--- src/hw/blocks_pkg.sv ---
`default_nettype none

package blocks_pkg;

    typedef logic [3:0]  color_idx_t;   // Palette index, 0 = background / transparent
    typedef logic [9:0]  coord_t;       // Pixel coordinate
    typedef logic [23:0] rgb_t;         // {red, green, blue}

    // Region of a line or a frame, in scan order
    typedef enum logic [1:0] {
        ST_ACTIVE,
        ST_FRONT,
        ST_SYNC,
        ST_BACK
    } sync_state_t;

    // Fixed colour table shared by playfield and sprites
    localparam rgb_t PALETTE [16] = '{
        24'h000000,                     // Background
        24'h00f0f0,                     // Cyan
        24'h0000f0,                     // Blue
        24'hf0a000,                     // Orange
        24'hf0f000,                     // Yellow
        24'h00f000,                     // Green
        24'ha000f0,                     // Purple
        24'hf00000,                     // Red
        24'h808080,                     // Grey wall
        24'h404040,                     // Dark grey
        24'hffffff,                     // White
        24'h80c0ff,
        24'hff80c0,
        24'hc0ff80,
        24'h202060,                     // Dim navy
        24'h606020
    };

endpackage

`default_nettype wire

--- src/hw/vga_timing.sv ---
`default_nettype none

module vga_timing #(
    parameter int H_ACTIVE = 64,
    parameter int H_FP     = 4,
    parameter int H_SYNC   = 8,
    parameter int H_BP     = 4,
    parameter int V_ACTIVE = 48,
    parameter int V_FP     = 2,
    parameter int V_SYNC   = 2,
    parameter int V_BP     = 2
) (
    input  wire                 Clk,
    input  wire                 arst_n,
    output blocks_pkg::coord_t  draw_x,
    output blocks_pkg::coord_t  draw_y,
    output logic                active,
    output logic                hsync_raw,
    output logic                vsync_raw
);

    localparam int H_TOTAL = H_ACTIVE + H_FP + H_SYNC + H_BP;
    localparam int V_TOTAL = V_ACTIVE + V_FP + V_SYNC + V_BP;

    localparam blocks_pkg::coord_t H_FP_START   = blocks_pkg::coord_t'(H_ACTIVE);
    localparam blocks_pkg::coord_t H_SYNC_START = blocks_pkg::coord_t'(H_ACTIVE + H_FP);
    localparam blocks_pkg::coord_t H_BP_START   = blocks_pkg::coord_t'(H_ACTIVE + H_FP + H_SYNC);
    localparam blocks_pkg::coord_t H_LAST       = blocks_pkg::coord_t'(H_TOTAL - 1);
    localparam blocks_pkg::coord_t V_FP_START   = blocks_pkg::coord_t'(V_ACTIVE);
    localparam blocks_pkg::coord_t V_SYNC_START = blocks_pkg::coord_t'(V_ACTIVE + V_FP);
    localparam blocks_pkg::coord_t V_BP_START   = blocks_pkg::coord_t'(V_ACTIVE + V_FP + V_SYNC);
    localparam blocks_pkg::coord_t V_LAST       = blocks_pkg::coord_t'(V_TOTAL - 1);

    blocks_pkg::sync_state_t h_state, v_state;
    blocks_pkg::coord_t      h_next, v_next;
    logic                    h_last, v_last;

    // Which region a count falls in; each axis starts with its active part
    function automatic blocks_pkg::sync_state_t region(input blocks_pkg::coord_t cnt,
                                                        input blocks_pkg::coord_t fp_start,
                                                        input blocks_pkg::coord_t sync_start,
                                                        input blocks_pkg::coord_t bp_start);
        if (cnt < fp_start)
            return blocks_pkg::ST_ACTIVE;
        if (cnt < sync_start)
            return blocks_pkg::ST_FRONT;
        if (cnt < bp_start)
            return blocks_pkg::ST_SYNC;
        return blocks_pkg::ST_BACK;
    endfunction

    assign h_last = (draw_x == H_LAST);
    assign v_last = (draw_y == V_LAST);
    assign h_next = h_last ? '0 : draw_x + blocks_pkg::coord_t'(1);
    assign v_next = !h_last ? draw_y : (v_last ? '0 : draw_y + blocks_pkg::coord_t'(1));

    always_ff @(posedge Clk or negedge arst_n) begin
        if (!arst_n) begin
            draw_x  <= '0;
            draw_y  <= '0;
            h_state <= blocks_pkg::ST_ACTIVE;
            v_state <= blocks_pkg::ST_ACTIVE;
        end else begin
            draw_x  <= h_next;
            draw_y  <= v_next;                                      // Steps once per line
            h_state <= region(h_next, H_FP_START, H_SYNC_START, H_BP_START);
            v_state <= region(v_next, V_FP_START, V_SYNC_START, V_BP_START);
        end
    end

    assign active    = (h_state == blocks_pkg::ST_ACTIVE) && (v_state == blocks_pkg::ST_ACTIVE);
    assign hsync_raw = (h_state != blocks_pkg::ST_SYNC);          // Active low
    assign vsync_raw = (v_state != blocks_pkg::ST_SYNC);

    // Visible part of the line, taken from the counter
    a_no_sync_in_active: assert property (@(posedge Clk) disable iff (!arst_n)
        (draw_x < H_FP_START) |-> hsync_raw)
        else $error("hsync_raw low during active video");

endmodule

`default_nettype wire

--- src/hw/sprite_regs.sv ---
`default_nettype none

module sprite_regs #(
    parameter int NUM_SPRITES = 4,
    parameter int SEL_W       = 2
) (
    input  wire                         Clk,
    input  wire                         arst_n,
    input  wire                         sprite_we,
    input  wire  [SEL_W-1:0]            sprite_sel,
    input  wire  blocks_pkg::coord_t    sprite_x,
    input  wire  blocks_pkg::coord_t    sprite_y,
    input  wire  blocks_pkg::color_idx_t sprite_color,
    output blocks_pkg::coord_t          spr_x     [NUM_SPRITES],
    output blocks_pkg::coord_t          spr_y     [NUM_SPRITES],
    output blocks_pkg::color_idx_t      spr_color [NUM_SPRITES]
);

    logic sel_ok;

    assign sel_ok = (int'(sprite_sel) < NUM_SPRITES);

    // One strobe loads all three fields of the selected sprite
    always_ff @(posedge Clk or negedge arst_n) begin
        if (!arst_n) begin
            for (int i = 0; i < NUM_SPRITES; i++) begin
                spr_x[i]     <= '0;
                spr_y[i]     <= '0;
                spr_color[i] <= '0;                                 // Transparent
            end
        end else if (sprite_we && sel_ok) begin
            spr_x[sprite_sel]     <= sprite_x;
            spr_y[sprite_sel]     <= sprite_y;
            spr_color[sprite_sel] <= sprite_color;
        end
    end

    a_sel_in_range: assert property (@(posedge Clk) disable iff (!arst_n)
        sprite_we |-> sel_ok)
        else $error("sprite_sel %0d out of range", sprite_sel);

endmodule

`default_nettype wire

--- src/hw/block_sprite.sv ---
`default_nettype none

module block_sprite #(
    parameter int TILE_SHIFT = 3
) (
    input  wire                          Clk,
    input  wire                          arst_n,
    input  wire  blocks_pkg::coord_t     draw_x,
    input  wire  blocks_pkg::coord_t     draw_y,
    input  wire  blocks_pkg::coord_t     spr_x,
    input  wire  blocks_pkg::coord_t     spr_y,
    input  wire  blocks_pkg::color_idx_t spr_color,
    output logic                         hit,
    output blocks_pkg::color_idx_t       hit_color
);

    localparam int DW = $bits(blocks_pkg::coord_t) + 1;

    logic [DW-1:0] dx, dy;
    logic          in_x, in_y;

    // Extra top bit catches pixels left of / above the sprite
    assign dx = {1'b0, draw_x} - {1'b0, spr_x};
    assign dy = {1'b0, draw_y} - {1'b0, spr_y};

    // Inside when the offset is below one tile edge
    assign in_x = (dx[DW-1:TILE_SHIFT] == '0);
    assign in_y = (dy[DW-1:TILE_SHIFT] == '0);

    always_ff @(posedge Clk or negedge arst_n) begin
        if (!arst_n)
            hit <= 1'b0;
        else
            hit <= in_x && in_y && (spr_color != '0);               // Colour 0 never hits
    end

    always_ff @(posedge Clk) begin
        hit_color <= spr_color;
    end

endmodule

`default_nettype wire

--- src/hw/playfield_ram.sv ---
`default_nettype none

module playfield_ram #(
    parameter int GRID_W     = 8,
    parameter int GRID_H     = 6,
    parameter int COL_W      = 3,
    parameter int ROW_W      = 3,
    parameter int TILE_SHIFT = 3
) (
    input  wire                          Clk,
    input  wire                          arst_n,
    input  wire                          tile_we,
    input  wire  [COL_W-1:0]             tile_col,
    input  wire  [ROW_W-1:0]             tile_row,
    input  wire  blocks_pkg::color_idx_t tile_color,
    input  wire  blocks_pkg::coord_t     draw_x,
    input  wire  blocks_pkg::coord_t     draw_y,
    output blocks_pkg::color_idx_t       tile_pixel
);

    localparam int IDX_W = $bits(blocks_pkg::coord_t) - TILE_SHIFT;

    blocks_pkg::color_idx_t grid [GRID_H][GRID_W];
    logic [IDX_W-1:0]       rd_col, rd_row;
    logic                   wr_ok, rd_ok;

    assign rd_col = draw_x[$bits(blocks_pkg::coord_t)-1:TILE_SHIFT];   // Pixel to tile
    assign rd_row = draw_y[$bits(blocks_pkg::coord_t)-1:TILE_SHIFT];
    assign rd_ok  = (int'(rd_col) < GRID_W) && (int'(rd_row) < GRID_H);
    assign wr_ok  = (int'(tile_col) < GRID_W) && (int'(tile_row) < GRID_H);

    always_ff @(posedge Clk or negedge arst_n) begin
        if (!arst_n) begin
            for (int r = 0; r < GRID_H; r++) begin
                for (int c = 0; c < GRID_W; c++)
                    grid[r][c] <= '0;
            end
            tile_pixel <= '0;
        end else begin
            if (tile_we && wr_ok)
                grid[tile_row][tile_col] <= tile_color;
            // Blanking area reads past the grid, give background there
            tile_pixel <= rd_ok ? grid[rd_row[ROW_W-1:0]][rd_col[COL_W-1:0]] : '0;
        end
    end

    a_tile_write_in_range: assert property (@(posedge Clk) disable iff (!arst_n)
        tile_we |-> wr_ok)
        else $error("tile write outside grid at col %0d row %0d", tile_col, tile_row);

endmodule

`default_nettype wire

--- src/hw/pixel_mixer.sv ---
`default_nettype none

module pixel_mixer #(
    parameter int NUM_SPRITES = 4
) (
    input  wire                          Clk,
    input  wire                          arst_n,
    input  wire                          active,
    input  wire                          hsync_raw,
    input  wire                          vsync_raw,
    input  wire  blocks_pkg::color_idx_t tile_pixel,
    input  wire                          hit       [NUM_SPRITES],
    input  wire  blocks_pkg::color_idx_t hit_color [NUM_SPRITES],
    output logic [7:0]                   red,
    output logic [7:0]                   green,
    output logic [7:0]                   blue,
    output logic                         blank_n,
    output logic                         hsync,
    output logic                         vsync
);

    logic                   active_d, hsync_d, vsync_d;
    blocks_pkg::color_idx_t pick;
    blocks_pkg::rgb_t       pick_rgb;

    // Timing goes one stage behind to meet the tile and sprite data
    always_ff @(posedge Clk or negedge arst_n) begin
        if (!arst_n) begin
            active_d <= 1'b0;
            hsync_d  <= 1'b1;
            vsync_d  <= 1'b1;
        end else begin
            active_d <= active;
            hsync_d  <= hsync_raw;
            vsync_d  <= vsync_raw;
        end
    end

    // Walk from the last sprite down so sprite 0 ends up on top
    always_comb begin
        pick = tile_pixel;
        for (int i = NUM_SPRITES - 1; i >= 0; i--) begin
            if (hit[i])
                pick = hit_color[i];
        end
    end

    assign pick_rgb = blocks_pkg::PALETTE[pick];

    always_ff @(posedge Clk or negedge arst_n) begin
        if (!arst_n) begin
            {red, green, blue} <= '0;
            blank_n            <= 1'b0;
            hsync              <= 1'b1;
            vsync              <= 1'b1;
        end else begin
            {red, green, blue} <= active_d ? pick_rgb : '0;       // Black when blanked
            blank_n            <= active_d;
            hsync              <= hsync_d;
            vsync              <= vsync_d;
        end
    end

endmodule

`default_nettype wire

--- src/hw/block_display.sv ---
`default_nettype none

module block_display #(
    parameter  int H_ACTIVE    = 64,
    parameter  int H_FP        = 4,
    parameter  int H_SYNC      = 8,
    parameter  int H_BP        = 4,
    parameter  int V_ACTIVE    = 48,
    parameter  int V_FP        = 2,
    parameter  int V_SYNC      = 2,
    parameter  int V_BP        = 2,
    parameter  int TILE_SHIFT  = 3,
    parameter  int GRID_W      = 8,
    parameter  int GRID_H      = 6,
    parameter  int NUM_SPRITES = 4,
    localparam int SEL_W       = (NUM_SPRITES > 1) ? $clog2(NUM_SPRITES) : 1,
    localparam int COL_W       = (GRID_W > 1) ? $clog2(GRID_W) : 1,
    localparam int ROW_W       = (GRID_H > 1) ? $clog2(GRID_H) : 1
) (
    input  wire                          Clk,
    input  wire                          arst_n,
    input  wire                          tile_we,          // Host tile write strobe
    input  wire  [COL_W-1:0]             tile_col,
    input  wire  [ROW_W-1:0]             tile_row,
    input  wire  blocks_pkg::color_idx_t tile_color,
    input  wire                          sprite_we,        // Host sprite write strobe
    input  wire  [SEL_W-1:0]             sprite_sel,
    input  wire  blocks_pkg::coord_t     sprite_x,
    input  wire  blocks_pkg::coord_t     sprite_y,
    input  wire  blocks_pkg::color_idx_t sprite_color,
    output logic [7:0]                   red,
    output logic [7:0]                   green,
    output logic [7:0]                   blue,
    output logic                         blank_n,
    output logic                         hsync,
    output logic                         vsync
);

    blocks_pkg::coord_t     draw_x, draw_y;
    logic                   active, hsync_raw, vsync_raw;
    blocks_pkg::coord_t     spr_x     [NUM_SPRITES];
    blocks_pkg::coord_t     spr_y     [NUM_SPRITES];
    blocks_pkg::color_idx_t spr_color [NUM_SPRITES];
    logic                   hit       [NUM_SPRITES];
    blocks_pkg::color_idx_t hit_color [NUM_SPRITES];
    blocks_pkg::color_idx_t tile_pixel;

    vga_timing #(
        .H_ACTIVE(H_ACTIVE), .H_FP(H_FP), .H_SYNC(H_SYNC), .H_BP(H_BP),
        .V_ACTIVE(V_ACTIVE), .V_FP(V_FP), .V_SYNC(V_SYNC), .V_BP(V_BP)
    ) u_timing (
        .Clk, .arst_n, .draw_x, .draw_y, .active, .hsync_raw, .vsync_raw
    );

    sprite_regs #(.NUM_SPRITES(NUM_SPRITES), .SEL_W(SEL_W)) u_sprite_regs (
        .Clk, .arst_n, .sprite_we, .sprite_sel, .sprite_x, .sprite_y, .sprite_color,
        .spr_x, .spr_y, .spr_color
    );

    for (genvar i = 0; i < NUM_SPRITES; i++) begin : g_sprite
        block_sprite #(.TILE_SHIFT(TILE_SHIFT)) u_sprite (
            .Clk, .arst_n, .draw_x, .draw_y,
            .spr_x(spr_x[i]), .spr_y(spr_y[i]), .spr_color(spr_color[i]),
            .hit(hit[i]), .hit_color(hit_color[i])
        );
    end

    playfield_ram #(
        .GRID_W(GRID_W), .GRID_H(GRID_H), .COL_W(COL_W), .ROW_W(ROW_W),
        .TILE_SHIFT(TILE_SHIFT)
    ) u_playfield (
        .Clk, .arst_n, .tile_we, .tile_col, .tile_row, .tile_color,
        .draw_x, .draw_y, .tile_pixel
    );

    pixel_mixer #(.NUM_SPRITES(NUM_SPRITES)) u_mixer (
        .Clk, .arst_n, .active, .hsync_raw, .vsync_raw, .tile_pixel, .hit, .hit_color,
        .red, .green, .blue, .blank_n, .hsync, .vsync
    );

endmodule

`default_nettype wire

--- config.mk ---
export PLATFORM = sky130hd
export DESIGN_NAME = block_display
export DESIGN_NICKNAME = d
export VERILOG_FILES = /design/src/hw/blocks_pkg.sv /design/src/hw/vga_timing.sv /design/src/hw/sprite_regs.sv /design/src/hw/block_sprite.sv /design/src/hw/playfield_ram.sv /design/src/hw/pixel_mixer.sv /design/src/hw/block_display.sv
export SDC_FILE = /design/constraint.sdc
export NUM_CORES = 1
export LEC_CHECK = 0
export ABC_AREA = 1
export BUFFER_PORTS_ARGS = -buffer_cell sky130_fd_sc_hd__buf_4
export CAP_MARGIN = 15
export CORE_ASPECT_RATIO = 0.75
export CORE_UTILIZATION = 45
export CTS_BUF_LIST = sky130_fd_sc_hd__clkbuf_4 sky130_fd_sc_hd__clkbuf_8
export CTS_CLUSTER_DIAMETER = 120
export CTS_CLUSTER_SIZE = 24
export DETAILED_ROUTE_END_ITERATION = 12
export PLACE_DENSITY = 0.71
export SLEW_MARGIN = 20
export SYNTH_ARGS = -nofsm -noshare
export SYNTH_HDL_FRONTEND = slang
export SYNTH_SLANG_ARGS = --single-unit
--- constraint.sdc ---
create_clock -name Clk -period 4.1 [get_ports Clk]
set_input_delay 0.615 -clock Clk [delete_from_list [all_inputs] [get_ports Clk]]
set_output_delay 0.615 -clock Clk [all_outputs]
set_load 0.05 [all_outputs]
==> metrics.sh <==
STATUS='finished clean'
YOSYS.AREA.TOP_TYPE_SHARE_PCT=43.68
GRT_PASS1_WL_UM=83790
FILLERS=4051
FINAL_UTIL_PCT=48.90
DATA_ARRIVAL_TIME_OF_THE_CRITICAL_PATH_PS=3480
HOLD_PATH_CLASS='primary input to flip-flop'
CRITICAL_PATH_PEAK_FANOUT=48
NETLIST_TOP_CELLS_COUNT='sky130_fd_sc_hd__nand2_1 (897), sky130_fd_sc_hd__dfrtp_1 (337), sky130_fd_sc_hd__inv_1 (293), sky130_fd_sc_hd__o21ai_0 (288), sky130_fd_sc_hd__nand3_1 (182)'
GP_WEIGHTED_CONGESTION=0.9313
FINAL_LAYOUT_SIZE_SUFFIX_GT1_SHARE_PCT=5.319
FINAL-SETUP-VIOL-COUNT=0
DP.FINAL_HPWL_UM=36000
FIRST_ITER_VIOLATIONS=1494
FINAL_CRITICAL_PATH_TIME_INCLUDING_I_O_DELAYS_AND_SETUP_PS=3001
SETUP-TNS-FINAL_PS=0
INITIAL_UTILIZATION_PCT=45.74
IR_DROP_mV=0.2228
WORST_SETUP_HOLD_PATH_CLK_SLEW_PS=150
CRITICALPATHCATEGORY='flip-flop to flip-flop'
GRTUSAGEMET1_PCT=36.71
HTREE_LEVELS=1
CRITICAL_PATH_START_TYPE='flip-flop'
SYNTH.CELL_AREA_UM2=19300
FIRSTDRTPASSITERS=5
SYNTH_NETS=2733
POWERDENSITY_nW_PER_UM2=366.2
GLOBALROUTEOVERFLOWTOTAL=0
TIMING_MAX_TRANSITION_VIOLATIONS_FINAL=0
SYNTH_CELL_TYPES=43
DESIGN_AREA_UM2=20640
CORE_UM2=42210
USE_MET2_PCT=36.11
SYNTHMOSTINSTANTIATEDCELL='sky130_fd_sc_hd__nand2_1'
SYNTH.AVG_CELL_AREA_UM2=7.394
POST_SYNTHESIS_SEQUENTIAL_AREA_RATIO_PCT=45.89
TIMING_WORST_SLEW_PIN_VALUE_PS=1161
SETUP.WORST_PATH.END_CLASS='flip-flop'
SKEW_PS=35.02
MAX_FREQ_MHz=333.3
TIMING.FINAL.CRIT_SHARE_PCT=73.18
WORST_HOLD_SLACK_PS=231.5
CTS_SETUP_BUFFERS=0
SYNTH_TOP_FLOP_CELL='sky130_fd_sc_hd__dfrtp_1'
GRT_MAX_DEGREE=95
CRIT_REQUIRED_PS=4580
FP.DIEAREA_UM2=43740
CTS_BUFFERS=18
TOP_USAGE_LAYER='met1'
GRT_USE_TOTAL_PCT=23.84
FLOW.AREA_GROWTH_FROM_SYNTHESIS_PCT=6.922
CTS_RESIZED=0
POSTSYNTHCELLCOUNT=2611
WL_PER_CELL_UM=15.96
DRT-TOTAL-WL_UM=51100
NUMPORTBUFFERS=66
TIMING.MAX_CAP.VIOLATIONS=0
DETAIL_ROUTE.DRC_VIOLATIONS=0
SYNTH-ASYNC-RESET-RATIO_PCT=95.52
PLACED_AREA_UM2=20310
DIE-HEIGHT_UM=181.4
ROUTED_VIA_DENSITY=5.299
RSZ0062_AT_GRT='no'
SYNTH-SEQ-CELLS=357
ANTENNA_FOUND_INITIAL=0
SYNTH_EDF_COUNT=0
ROOT_BUFFER='sky130_fd_sc_hd__clkbuf_8'
TIMING.FINAL.HOLD_VIOLATIONS=0
SYNTH_AREA_LEADER_CELL='sky130_fd_sc_hd__dfrtp_1'
FIRST_GLOBAL_VIAS=16000
PIN_COUNT=67
ANT_NETS_AFTER_ROUTE=0
CLOCKBUFFERDEPTH=3
CLK_LATENCY_PS=620
GR-USAGE-MET3_PCT=2.828
LEAKAGE_nW=10.48
NNETSFINAL=2748
DIE-WIDTH_UM=241.2
TIMING.SLEW.HEADROOM_PCT=22.18
ROWS=65
LAYOUT.CELLS.NON_FILLER=3201
TRITONCTS='done'
PLACED_CELLS_INCL_TAPS=3174
ANTENNA_DIODE_INSTANCE_COUNT=0
SYNTH_WARNINGS=0
CLKSINKCOUNT=357
ROUTED-VIA-COUNT=16960
CTS_HOLD_REPAIR.BUFFERS=1
SYNTH.AREA.TOP_CELLS='sky130_fd_sc_hd__dfrtp_1 (44%), sky130_fd_sc_hd__nand2_1 (17%), sky130_fd_sc_hd__o21ai_0 (7.5%), sky130_fd_sc_hd__inv_1 (5.7%), sky130_fd_sc_hd__ha_1 (5.3%)'
## per-layer routing
metal	vias up	share of wire [%]
met5	-	0
met4	0	1.7
met3	55	6.5
met2	538	43
met1	7996	49
li1	8374	-
## registers in the layout, indices dropped and copies added (netlist names), 10 cells and up
| signal | flops |
|---|---|
| g_sprite.u_sprite.hit_color | 16 |
| u_playfield.grid | 192 |
| u_sprite_regs.spr_color | 16 |
| u_sprite_regs.spr_x | 40 |
| u_sprite_regs.spr_y | 40 |
| u_timing.draw_x | 10 |
| u_timing.draw_y | 10 |
## metrics by stage
stage | total power, mW | setup slack, ps
after floorplan | 5.459 | 2087
after global placement | 5.971 | 1186
after detailed placement | 6.029 | 1188
after CTS | 7.597 | 1159
after global routing | 8.026 | 928.7
final | 7.558 | 1099
## final timing paths
path / cells after the start / slack, ps / start / endpoint
setup reg to reg: 9 / 1100 / u_timing.draw_y[3] / u_playfield.tile_pixel[0]
setup / recovery: 9 / 1100 / u_timing.draw_y[3] / u_playfield.tile_pixel[0]
hold / removal: 3 / 230 / tile_color[2] / u_playfield.grid[158]
max in group asynchronous: 3 / 2440 / arst_n / u_sprite_regs.spr_x[35]
hold reg to reg: 0 / 370 / u_mixer.vsync_d / u_mixer.vsync
min in group asynchronous: 2 / 560 / arst_n / u_playfield.grid[100]
## logic make-up (layout without fill, tap and decap cells)
kind of cell	count (synthesis)	count (layout)	share of synthesized area [%]
adders and majority gates	82	82	5.315
and+or+nand+nor	1298	1298	27.46
xor gates and xnor gates	15	15	0.6806
AOI/OAI and AO/OA	474	474	12.88
DFF	357	357	45.89
buffers and inverters	385	406	7.771
## worst max-delay path: stages, from the launching register on
cell                      delay, ps
sky130_fd_sc_hd__dfrtp_2        940
sky130_fd_sc_hd__inv_2          590
sky130_fd_sc_hd__nand2_1        170
sky130_fd_sc_hd__nand3_1        100
sky130_fd_sc_hd__a21oi_1        280
sky130_fd_sc_hd__nor3_1         100
sky130_fd_sc_hd__nand2_1         70
sky130_fd_sc_hd__nand2_1         60
sky130_fd_sc_hd__o21ai_0        410
sky130_fd_sc_hd__nor2_1         110
## power breakdown
part | switching (mW) | internal, mW
Combinational | 1.17 | 0.607
Sequential | 0.241 | 3.96
Clock | 1.09 | 0.487
Total | 2.50 | 5.06
## final cells by class
cell class | count | area, um2 | area share [%]
tap | 569 | 711.9 | 3.449
timing repair buffer | 83 | 670.6 | 3.249
inverter | 297 | 1115 | 5.401
sequential | 357 | 8860 | 42.92
multi-input combinational | 1869 | 8972 | 43.47
clock buffer | 25 | 306.5 | 1.485
clock inverter | 1 | 5.005 | 0.02425
## cell usage in the layout, fill, tap and decap left out, types with 12 or more instances in the layout
| master | synthesis | routed |
|---|---|---|
| sky130_fd_sc_hd__nand2_1 | 897 | 897 |
| sky130_fd_sc_hd__dfrtp_1 | 337 | 336 |
| sky130_fd_sc_hd__inv_1 | 293 | 290 |
| sky130_fd_sc_hd__o21ai_0 | 288 | 288 |
| sky130_fd_sc_hd__nand3_1 | 182 | 182 |
| sky130_fd_sc_hd__nor2_1 | 155 | 155 |
| sky130_fd_sc_hd__a21oi_1 | 129 | 129 |
| sky130_fd_sc_hd__ha_1 | 82 | 82 |
| sky130_fd_sc_hd__buf_4 | 9 | 78 |
| sky130_fd_sc_hd__clkbuf_8 | 0 | 19 |
| sky130_fd_sc_hd__nand4_1 | 17 | 17 |
| sky130_fd_sc_hd__dfxtp_1 | 16 | 16 |
| sky130_fd_sc_hd__o21ai_1 | 13 | 13 |
| sky130_fd_sc_hd__nor3_1 | 17 | 13 |
| sky130_fd_sc_hd__xor2_1 | 12 | 12 |
No activity file was read; power rests on OpenSTA's default activity.
